### config.mk
export PLATFORM = sky130hd
export DESIGN_NAME = decode_stage_top
export DESIGN_NICKNAME = d
export VERILOG_FILES = /design/src/design/decode_pkg.sv /design/src/design/register_file.sv /design/src/design/forwarding_unit.sv /design/src/design/instruction_decode.sv /design/src/design/id_ex_register.sv /design/src/design/decode_stage_top.sv
export SDC_FILE = /design/constraint.sdc
export NUM_CORES = 2
export LEC_CHECK = 0
export BUFFER_PORTS_ARGS = -buffer_cell sky130_fd_sc_hd__buf_4
export CAP_MARGIN = 30
export CORE_ASPECT_RATIO = 0.9
export CORE_UTILIZATION = 55
export CTS_CLUSTER_DIAMETER = 120
export DETAILED_ROUTE_END_ITERATION = 16
export PLACE_DENSITY = 0.74
export SETUP_SLACK_MARGIN = 0.02
export SYNTH_ARGS = -nofsm -noshare
export SYNTH_HDL_FRONTEND = slang
export SYNTH_SLANG_ARGS = --single-unit
export TNS_END_PERCENT = 5
### constraint.sdc
create_clock -name i_clock -period 5.2 [get_ports i_clock]
set_clock_uncertainty 0.15 [all_clocks]
set_input_delay 1.04 -clock i_clock [delete_from_list [all_inputs] [get_ports i_clock]]
set_output_delay 1.04 -clock i_clock [all_outputs]
set_load 0.02 [all_outputs]
### src/design/decode_pkg.sv
`default_nettype none

package decode_pkg;

    // ------------------------------------------------------------------
    // Widths
    // ------------------------------------------------------------------
    localparam int NB_DATA         = 32;
    localparam int NB_REG_ADDRESS  = 5;
    localparam int NB_OP_FIELD     = 6;
    localparam int NB_IMMEDIATE    = 16;
    localparam int NB_JUMP_ADDRESS = 26;
    localparam int NB_FORWARD_SEL  = 2;
    localparam int N_REGISTERS     = 32;

    // ------------------------------------------------------------------
    // Instruction field positions (MSB of each field)
    // ------------------------------------------------------------------
    localparam int OP_MSB  = 31;
    localparam int RS_MSB  = 25;
    localparam int RT_MSB  = 20;
    localparam int RD_MSB  = 15;
    localparam int IMM_MSB = 15;

    typedef logic [NB_DATA-1:0]         data_t;
    typedef logic [NB_REG_ADDRESS-1:0]  reg_addr_t;
    typedef logic [NB_OP_FIELD-1:0]     op_field_t;
    typedef logic [NB_JUMP_ADDRESS-1:0] jump_addr_t;
    typedef logic [NB_DATA-1:0]         instruction_t;

    // Operand source select, ordered as the forwarding mux inputs
    typedef enum logic [NB_FORWARD_SEL-1:0] {
        FWD_REG    = 2'd0,
        FWD_EX_MEM = 2'd1,
        FWD_MEM_WB = 2'd2,
        FWD_ID_EX  = 2'd3
    } fwd_sel_t;

endpackage

`default_nettype wire

### src/design/register_file.sv
`timescale 1ns/1ps
`default_nettype none

module register_file
    import decode_pkg::*;
(
    input  wire logic      i_clock,
    input  wire logic      i_rst_n,

    // Operand and debug read ports
    input  wire reg_addr_t i_read_addr_a,
    input  wire reg_addr_t i_read_addr_b,
    input  wire reg_addr_t i_read_addr_debug,

    // Write port, driven from write back
    input  wire logic      i_write_enable,
    input  wire reg_addr_t i_write_addr,
    input  wire data_t     i_write_data,

    output data_t          o_read_data_a,
    output data_t          o_read_data_b,
    output data_t          o_read_data_debug
);

    data_t registers [N_REGISTERS];

    // Register 0 is hardwired to zero
    function automatic data_t read_word(input reg_addr_t addr, input data_t word);
        data_t value;
        value = '0;
        if (addr != '0) begin
            value = word;
        end
        return value;
    endfunction

    // ------------------------------------------------------------------
    // Write port
    // ------------------------------------------------------------------
    always_ff @(posedge i_clock) begin
        if (!i_rst_n) begin
            for (int idx = 0; idx < N_REGISTERS; idx++) begin
                registers[idx] <= '0;
            end
        end else if (i_write_enable && (i_write_addr != '0)) begin
            registers[i_write_addr] <= i_write_data;
        end
    end

    // ------------------------------------------------------------------
    // Read ports
    // ------------------------------------------------------------------
    // Same-cycle write to the read address still returns the old word,
    // MEM/WB forwarding supplies the new one
    always_comb begin
        o_read_data_a     = read_word(i_read_addr_a, registers[i_read_addr_a]);
        o_read_data_b     = read_word(i_read_addr_b, registers[i_read_addr_b]);
        o_read_data_debug = read_word(i_read_addr_debug,
                                      registers[i_read_addr_debug]);
    end

endmodule

`default_nettype wire

### src/design/forwarding_unit.sv
`timescale 1ns/1ps
`default_nettype none

module forwarding_unit
    import decode_pkg::*;
(
    // Source registers of the instruction in decode
    input  wire reg_addr_t i_rs,
    input  wire reg_addr_t i_rt,

    // Destinations of the later stages
    input  wire reg_addr_t i_rd_id_ex,
    input  wire reg_addr_t i_rd_ex_mem,
    input  wire reg_addr_t i_rd_mem_wb,

    input  wire logic      i_reg_write_id_ex,
    input  wire logic      i_reg_write_ex_mem,
    input  wire logic      i_reg_write_mem_wb,

    output fwd_sel_t       o_forward_a,
    output fwd_sel_t       o_forward_b
);

    // A stage forwards only if it writes a real register matching the source
    function automatic logic stage_match(
        input logic      write_enable,
        input reg_addr_t dest,
        input reg_addr_t src
    );
        return write_enable && (dest != '0) && (dest == src);
    endfunction

    // Youngest result wins
    function automatic fwd_sel_t priority_select(
        input logic hit_id_ex,
        input logic hit_ex_mem,
        input logic hit_mem_wb
    );
        fwd_sel_t sel;
        if (hit_id_ex) begin
            sel = FWD_ID_EX;
        end else if (hit_ex_mem) begin
            sel = FWD_EX_MEM;
        end else if (hit_mem_wb) begin
            sel = FWD_MEM_WB;
        end else begin
            sel = FWD_REG;
        end
        return sel;
    endfunction

    always_comb begin
        o_forward_a = priority_select(
            stage_match(i_reg_write_id_ex,  i_rd_id_ex,  i_rs),
            stage_match(i_reg_write_ex_mem, i_rd_ex_mem, i_rs),
            stage_match(i_reg_write_mem_wb, i_rd_mem_wb, i_rs)
        );
        o_forward_b = priority_select(
            stage_match(i_reg_write_id_ex,  i_rd_id_ex,  i_rt),
            stage_match(i_reg_write_ex_mem, i_rd_ex_mem, i_rt),
            stage_match(i_reg_write_mem_wb, i_rd_mem_wb, i_rt)
        );
    end

endmodule

`default_nettype wire

### src/design/instruction_decode.sv
`timescale 1ns/1ps
`default_nettype none

module instruction_decode
    import decode_pkg::*;
(
    input  wire logic         i_clock,
    input  wire logic         i_rst_n,
    input  wire instruction_t i_instruction,

    // Later stages, for forwarding
    input  wire logic         i_reg_write_id_ex,
    input  wire logic         i_reg_write_ex_mem,
    input  wire logic         i_reg_write_mem_wb,
    input  wire reg_addr_t    i_rd_id_ex,
    input  wire reg_addr_t    i_rd_ex_mem,
    input  wire reg_addr_t    i_rd_mem_wb,
    input  wire data_t        i_data_id_ex,
    input  wire data_t        i_data_ex_mem,
    input  wire data_t        i_data_mem_wb,

    // Write back into the register file
    input  wire data_t        i_write_back_data,
    input  wire reg_addr_t    i_write_back_addr,

    input  wire data_t        i_new_pc,
    input  wire logic         i_jump_or_branch,
    input  wire reg_addr_t    i_debug_addr,

    output data_t             o_debug_data,
    output data_t             o_cond_a,
    output data_t             o_cond_b,
    output jump_addr_t        o_jump_index,
    output data_t             o_operand_a,
    output data_t             o_operand_b,
    output data_t             o_immediate,
    output reg_addr_t         o_rs,
    output reg_addr_t         o_rt,
    output reg_addr_t         o_rd,
    output op_field_t         o_op_field
);

    reg_addr_t rs;
    reg_addr_t rt;
    data_t     reg_data_a;
    data_t     reg_data_b;
    data_t     fwd_data_a;
    data_t     fwd_data_b;
    fwd_sel_t  forward_a;
    fwd_sel_t  forward_b;

    function automatic data_t forward_mux(
        input fwd_sel_t sel,
        input data_t    reg_value,
        input data_t    id_ex_value,
        input data_t    ex_mem_value,
        input data_t    mem_wb_value
    );
        data_t value;
        case (sel)
            FWD_ID_EX:  value = id_ex_value;
            FWD_EX_MEM: value = ex_mem_value;
            FWD_MEM_WB: value = mem_wb_value;
            default:    value = reg_value;
        endcase
        return value;
    endfunction

    // ------------------------------------------------------------------
    // Field extraction
    // ------------------------------------------------------------------
    assign rs           = i_instruction[RS_MSB -: NB_REG_ADDRESS];
    assign rt           = i_instruction[RT_MSB -: NB_REG_ADDRESS];
    assign o_rs         = rs;
    assign o_rt         = rt;
    assign o_rd         = i_instruction[RD_MSB -: NB_REG_ADDRESS];
    assign o_op_field   = i_instruction[OP_MSB -: NB_OP_FIELD];
    assign o_jump_index = i_instruction[NB_JUMP_ADDRESS-1:0];

    // Sign extension of the 16-bit immediate
    assign o_immediate = {{(NB_DATA-NB_IMMEDIATE){i_instruction[IMM_MSB]}},
                          i_instruction[IMM_MSB -: NB_IMMEDIATE]};

    // ------------------------------------------------------------------
    // Register file and forwarding
    // ------------------------------------------------------------------
    register_file u_register_file (
        .i_clock           (i_clock),
        .i_rst_n           (i_rst_n),
        .i_read_addr_a     (rs),
        .i_read_addr_b     (rt),
        .i_read_addr_debug (i_debug_addr),
        .i_write_enable    (i_reg_write_mem_wb),
        .i_write_addr      (i_write_back_addr),
        .i_write_data      (i_write_back_data),
        .o_read_data_a     (reg_data_a),
        .o_read_data_b     (reg_data_b),
        .o_read_data_debug (o_debug_data)
    );

    forwarding_unit u_forwarding_unit (
        .i_rs               (rs),
        .i_rt               (rt),
        .i_rd_id_ex         (i_rd_id_ex),
        .i_rd_ex_mem        (i_rd_ex_mem),
        .i_rd_mem_wb        (i_rd_mem_wb),
        .i_reg_write_id_ex  (i_reg_write_id_ex),
        .i_reg_write_ex_mem (i_reg_write_ex_mem),
        .i_reg_write_mem_wb (i_reg_write_mem_wb),
        .o_forward_a        (forward_a),
        .o_forward_b        (forward_b)
    );

    assign fwd_data_a = forward_mux(forward_a, reg_data_a,
                                    i_data_id_ex, i_data_ex_mem, i_data_mem_wb);
    assign fwd_data_b = forward_mux(forward_b, reg_data_b,
                                    i_data_id_ex, i_data_ex_mem, i_data_mem_wb);

    // Return address replaces A for link, the compare keeps the register value
    assign o_operand_a = i_jump_or_branch ? i_new_pc : fwd_data_a;
    assign o_operand_b = fwd_data_b;
    assign o_cond_a    = fwd_data_a;
    assign o_cond_b    = fwd_data_b;

endmodule

`default_nettype wire

### src/design/id_ex_register.sv
`timescale 1ns/1ps
`default_nettype none

module id_ex_register
    import decode_pkg::*;
(
    input  wire logic      i_clock,
    input  wire logic      i_rst_n,

    // Decoded operands
    input  wire data_t     i_operand_a,
    input  wire data_t     i_operand_b,
    input  wire data_t     i_immediate,

    // Register addresses
    input  wire reg_addr_t i_rs,
    input  wire reg_addr_t i_rt,
    input  wire reg_addr_t i_rd,

    input  wire op_field_t i_op_field,

    output data_t          o_operand_a,
    output data_t          o_operand_b,
    output data_t          o_immediate,
    output reg_addr_t      o_rs,
    output reg_addr_t      o_rt,
    output reg_addr_t      o_rd,
    output op_field_t      o_op_field
);

    // ------------------------------------------------------------------
    // ID/EX stage register
    // ------------------------------------------------------------------
    // No stall input, a new instruction is captured every cycle
    always_ff @(posedge i_clock) begin
        if (!i_rst_n) begin
            o_operand_a <= '0;
            o_operand_b <= '0;
            o_immediate <= '0;
            o_rs        <= '0;
            o_rt        <= '0;
            o_rd        <= '0;
            o_op_field  <= '0;
        end else begin
            o_operand_a <= i_operand_a;
            o_operand_b <= i_operand_b;
            o_immediate <= i_immediate;
            o_rs        <= i_rs;
            o_rt        <= i_rt;
            o_rd        <= i_rd;
            o_op_field  <= i_op_field;
        end
    end

endmodule

`default_nettype wire

### src/design/decode_stage_top.sv
`timescale 1ns/1ps
`default_nettype none

module decode_stage_top
    import decode_pkg::*;
(
    input  wire logic         i_clock,
    input  wire logic         i_rst_n,
    input  wire instruction_t i_instruction,

    // Later stages
    input  wire logic         i_reg_write_id_ex,
    input  wire logic         i_reg_write_ex_mem,
    input  wire logic         i_reg_write_mem_wb,
    input  wire reg_addr_t    i_rd_id_ex,
    input  wire reg_addr_t    i_rd_ex_mem,
    input  wire reg_addr_t    i_rd_mem_wb,
    input  wire data_t        i_data_id_ex,
    input  wire data_t        i_data_ex_mem,
    input  wire data_t        i_data_mem_wb,

    // Write back
    input  wire data_t        i_write_back_data,
    input  wire reg_addr_t    i_write_back_addr,

    input  wire data_t        i_new_pc,
    input  wire logic         i_jump_or_branch,
    input  wire reg_addr_t    i_debug_addr,

    // Same-cycle outputs
    output data_t             o_cond_a,
    output data_t             o_cond_b,
    output jump_addr_t        o_jump_index,
    output data_t             o_debug_data,

    // To execute, one cycle after decode
    output data_t             o_operand_a,
    output data_t             o_operand_b,
    output data_t             o_immediate,
    output reg_addr_t         o_rs,
    output reg_addr_t         o_rt,
    output reg_addr_t         o_rd,
    output op_field_t         o_op_field
);

    data_t     dec_operand_a;
    data_t     dec_operand_b;
    data_t     dec_immediate;
    reg_addr_t dec_rs;
    reg_addr_t dec_rt;
    reg_addr_t dec_rd;
    op_field_t dec_op_field;

    instruction_decode u_instruction_decode (
        .i_clock            (i_clock),
        .i_rst_n            (i_rst_n),
        .i_instruction      (i_instruction),
        .i_reg_write_id_ex  (i_reg_write_id_ex),
        .i_reg_write_ex_mem (i_reg_write_ex_mem),
        .i_reg_write_mem_wb (i_reg_write_mem_wb),
        .i_rd_id_ex         (i_rd_id_ex),
        .i_rd_ex_mem        (i_rd_ex_mem),
        .i_rd_mem_wb        (i_rd_mem_wb),
        .i_data_id_ex       (i_data_id_ex),
        .i_data_ex_mem      (i_data_ex_mem),
        .i_data_mem_wb      (i_data_mem_wb),
        .i_write_back_data  (i_write_back_data),
        .i_write_back_addr  (i_write_back_addr),
        .i_new_pc           (i_new_pc),
        .i_jump_or_branch   (i_jump_or_branch),
        .i_debug_addr       (i_debug_addr),
        .o_debug_data       (o_debug_data),
        .o_cond_a           (o_cond_a),
        .o_cond_b           (o_cond_b),
        .o_jump_index       (o_jump_index),
        .o_operand_a        (dec_operand_a),
        .o_operand_b        (dec_operand_b),
        .o_immediate        (dec_immediate),
        .o_rs               (dec_rs),
        .o_rt               (dec_rt),
        .o_rd               (dec_rd),
        .o_op_field         (dec_op_field)
    );

    id_ex_register u_id_ex_register (
        .i_clock     (i_clock),
        .i_rst_n     (i_rst_n),
        .i_operand_a (dec_operand_a),
        .i_operand_b (dec_operand_b),
        .i_immediate (dec_immediate),
        .i_rs        (dec_rs),
        .i_rt        (dec_rt),
        .i_rd        (dec_rd),
        .i_op_field  (dec_op_field),
        .o_operand_a (o_operand_a),
        .o_operand_b (o_operand_b),
        .o_immediate (o_immediate),
        .o_rs        (o_rs),
        .o_rt        (o_rt),
        .o_rd        (o_rd),
        .o_op_field  (o_op_field)
    );

endmodule

`default_nettype wire

==> results.toml <==
[final_layout]
final_util = 0.6570
stdcell_area_mm2 = 0.07997
syn_to_final_growth_pct = 17.66
drive_above_1_share = 0.3518
nNetsFinal = 5655
stdcell_count = 7159

[global_route]
antenna_found_initial = 43
grt_pass1_vias = 51280
grt_pass1_wl_mm = 405.5
gr-total-overflow = 0
grt_usage = 0.4716
grt_max_degree = 80

[setup_path]
crit_path_start_kind = "input pin"
cpPeakStageDelay_ps = 820
critical_path_peak_fanout = 20
crit_chain = "buf_6 -> buf_4 -> nor2_4 -> buf_12 -> buf_12 -> a21oi_1 -> a211oi_1 -> or3b_2 -> buf_4"
crit_type = "input pin to output pin"
slowest_stage = "a21oi_1"
end_kind = "output pin"
cp.required_ps = 4010
cp.arrival_ps = 4020

[die]
rows = 121
ioPinCount = 462
die_w_um = 372.5
die_y_um = 335.5
start_util = 0.5583
die_area_mm2 = 0.1250
core_mm2 = 0.1217

[power]
switching_share = 0.2914
powerDensity_mw_per_mm2 = 306.4
irDropWorstVdd_mv = 0.2977
seqPwrFrac = 0.439
leakagePower_uw = 0.02957
clkPwrFrac = 0.354
intPower_uw = 17360
combinationalPowerShare = 0.207
switchingPower_uw = 7140

[yosys]
avgSynthCellArea_um2 = 13.63
syn_inst = 4986
synthArstFlopShare = 0
synth_most_common_cell = "edfxtp_1"
synth.ff_latch_count = 1120
synth.largest_area_cell = "edfxtp_1"
netlist_top_cells_area = "edfxtp_1 45%, mux4_2 21%, and2_1 9.0%, mux2i_1 5.2%, dfxtp_1 2.8%"
synth_common_cells = "1,024 x edfxtp_1, 982 x and2_1, 643 x mux4_2, 425 x clkbuf_1, 352 x mux2i_1"
synth_cell_types = 58
synth_top_area_frac = 0.4525
synth-edff-count = 1024
yosysSeqAreaShare = 0.4807
synth_area_mm2 = 0.06796
synth-main-ff-cell = "edfxtp_1"
synth_warnings = 0

[placement]
post-place-cells = 6911
placed_area_mm2 = 0.07587
hpwl_mm = 200.0
io_buffers = 461
gp_congestion = 0.9943
place_ws_ps = -123.9

[detailed_routing]
wl_mm = 296.4
routedWlPerCell_um = 41.41
num_vias = 53760
vias_per_cell = 7.510
first_pass_iters = 6
drcViolationCount = 0
postRouteAntennaNets = 0
drtIter0Drc = 10120

[sta]
max_freq_ghz = 0.1919
setup_viol = 1
fin_tns_setup_ps = -10.49
final-max-slew-violation-count = 0
max_slew.worst_pin.slew_ps = 1057
period_share = 1.002
period_needed_ps = 5210
setup_slack_ps = -10.49
rsz0062_at_grt = "false"
slew_headroom = 0.2955
final_hold_viol_count = 0

[cts]
htreeDepth = 3
cts_setup_buffers = 0
cts_buffers = 117
insertion_delay_ps = 770
cts_buffer_depth = 3
cts_tree = "yes"
clk_pin_slew_ps = 60
cts_root_buffer = "clkbuf_16"
clock-sinks = 1120
ctsHoldBuffers = 0

[outcome]
outcome = "finished with violations"
violations = "setup timing"

[flow_run]
drv_cap = 0

[min_path]
min_path_type = "input pin to register"
==> routing by layer <==
layer  part of all wire  global-route usage
met5            0.00088                   0
met4              0.076              0.3054
met3               0.18              0.2326
met2               0.42              0.6547
met1               0.32              0.5815
==> logic make-up after synthesis <==
kind of cell | Yosys count | synth area share
mux | 1075 | 0.2782
buf+inv | 609 | 0.03831
simple gates | 1520 | 0.1321
xor+xnor | 30 | 0.003866
compound gates | 631 | 0.06670
flops | 1120 | 0.4807
other cells | 1 | 0.00005518
==> power by group through the flow <==
stage               combinational [uW]  clock, uW  sequential (uW)
global route                      5120       8960            10800
global placement                  4800          0            10900
finish                            5080       8670            10800
floorplan                         2520          0            10900
detailed placement                4830          0            10900
CTS                               4860       8640            10700
==> path summary, 6_finish.rpt <==
kind | start | to | slack (ps) | cells past startpoint
setup reg to reg | register | u_id_ex_register.o_operand_b[28]$_SDFF_PN0_ | 2130 | 10
setup / recovery | i_instruction[23] | o_cond_a[4] | -10 | 9
hold reg to reg | register | u_id_ex_register.o_operand_b[17]$_SDFF_PN0_ | 920 | 5
hold / removal | i_instruction[14] | u_id_ex_register.o_immediate[14]$_SDFF_PN0_ | 350 | 2
==> metrics by stage <==
step,power (uW),hold WS [ps]
finish,24500,345.9
global route,24870,340.3
CTS,24220,325.7
detailed placement,15740,891.4
global placement,15670,875.3
floorplan,13380,724.0
==> area by class of cell <==
type	instances	area, um^2
antenna	28	70.07
clock buffer	155	3228
clock inverter	64	639.4
fill	8717	41760
inverter	3	11.26
multi-input combinational	3288	33530
sequential	1120	32670
tap	1599	2001
timing repair buffer	902	7815
==> state kept, by name, summed over array words and instances, names as in the netlist <==
| name | count |
|---|---|
| u_id_ex_register.o_immediate | 16 |
| u_id_ex_register.o_op_field | 6 |
| u_id_ex_register.o_operand_a | 32 |
| u_id_ex_register.o_operand_b | 32 |
| u_id_ex_register.o_rs | 5 |
| u_id_ex_register.o_rt | 5 |
| u_instruction_decode.u_register_file.registers | 1024 |
==> placed cells by master, fill, tap and decap left out, drive strengths merged, types with 23 or more instances in the layout <==
| cell | count |
|---|---|
| clkbuf | 155 |
| a31oi | 65 |
| nor2 | 128 |
| diode | 28 |
| nand3 | 78 |
| o21ai | 39 |
| nor3 | 26 |
| a22oi | 67 |
| conb | 32 |
| o2bb2ai | 26 |
| a2111oi | 23 |
| clkinv | 39 |
| mux2i | 352 |
| edfxtp | 1024 |
| and2 | 982 |
| mux4 | 643 |
| nand2 | 78 |
| a221oi | 24 |
| o221ai | 28 |
| or2 | 26 |
| and3 | 67 |
| a22o | 74 |
| a21oi | 92 |
| buf | 902 |
| dfxtp | 96 |
| mux2 | 80 |
| o22ai | 99 |
| nand2b | 32 |
==> repair_timing <==
item / CTS / global route
setup endpoints to repair: 6 / 25
hold endpoints to repair: 0 / 0
gates resized for setup: 8 / 19
==> worst max-delay path: cells and delay by family <==
kind / cells / cell delay [ps]
compound gates: 2 / 1050
buf+inv: 5 / 1210
simple gates: 2 / 680
No activity file was read; power rests on OpenSTA's default activity.
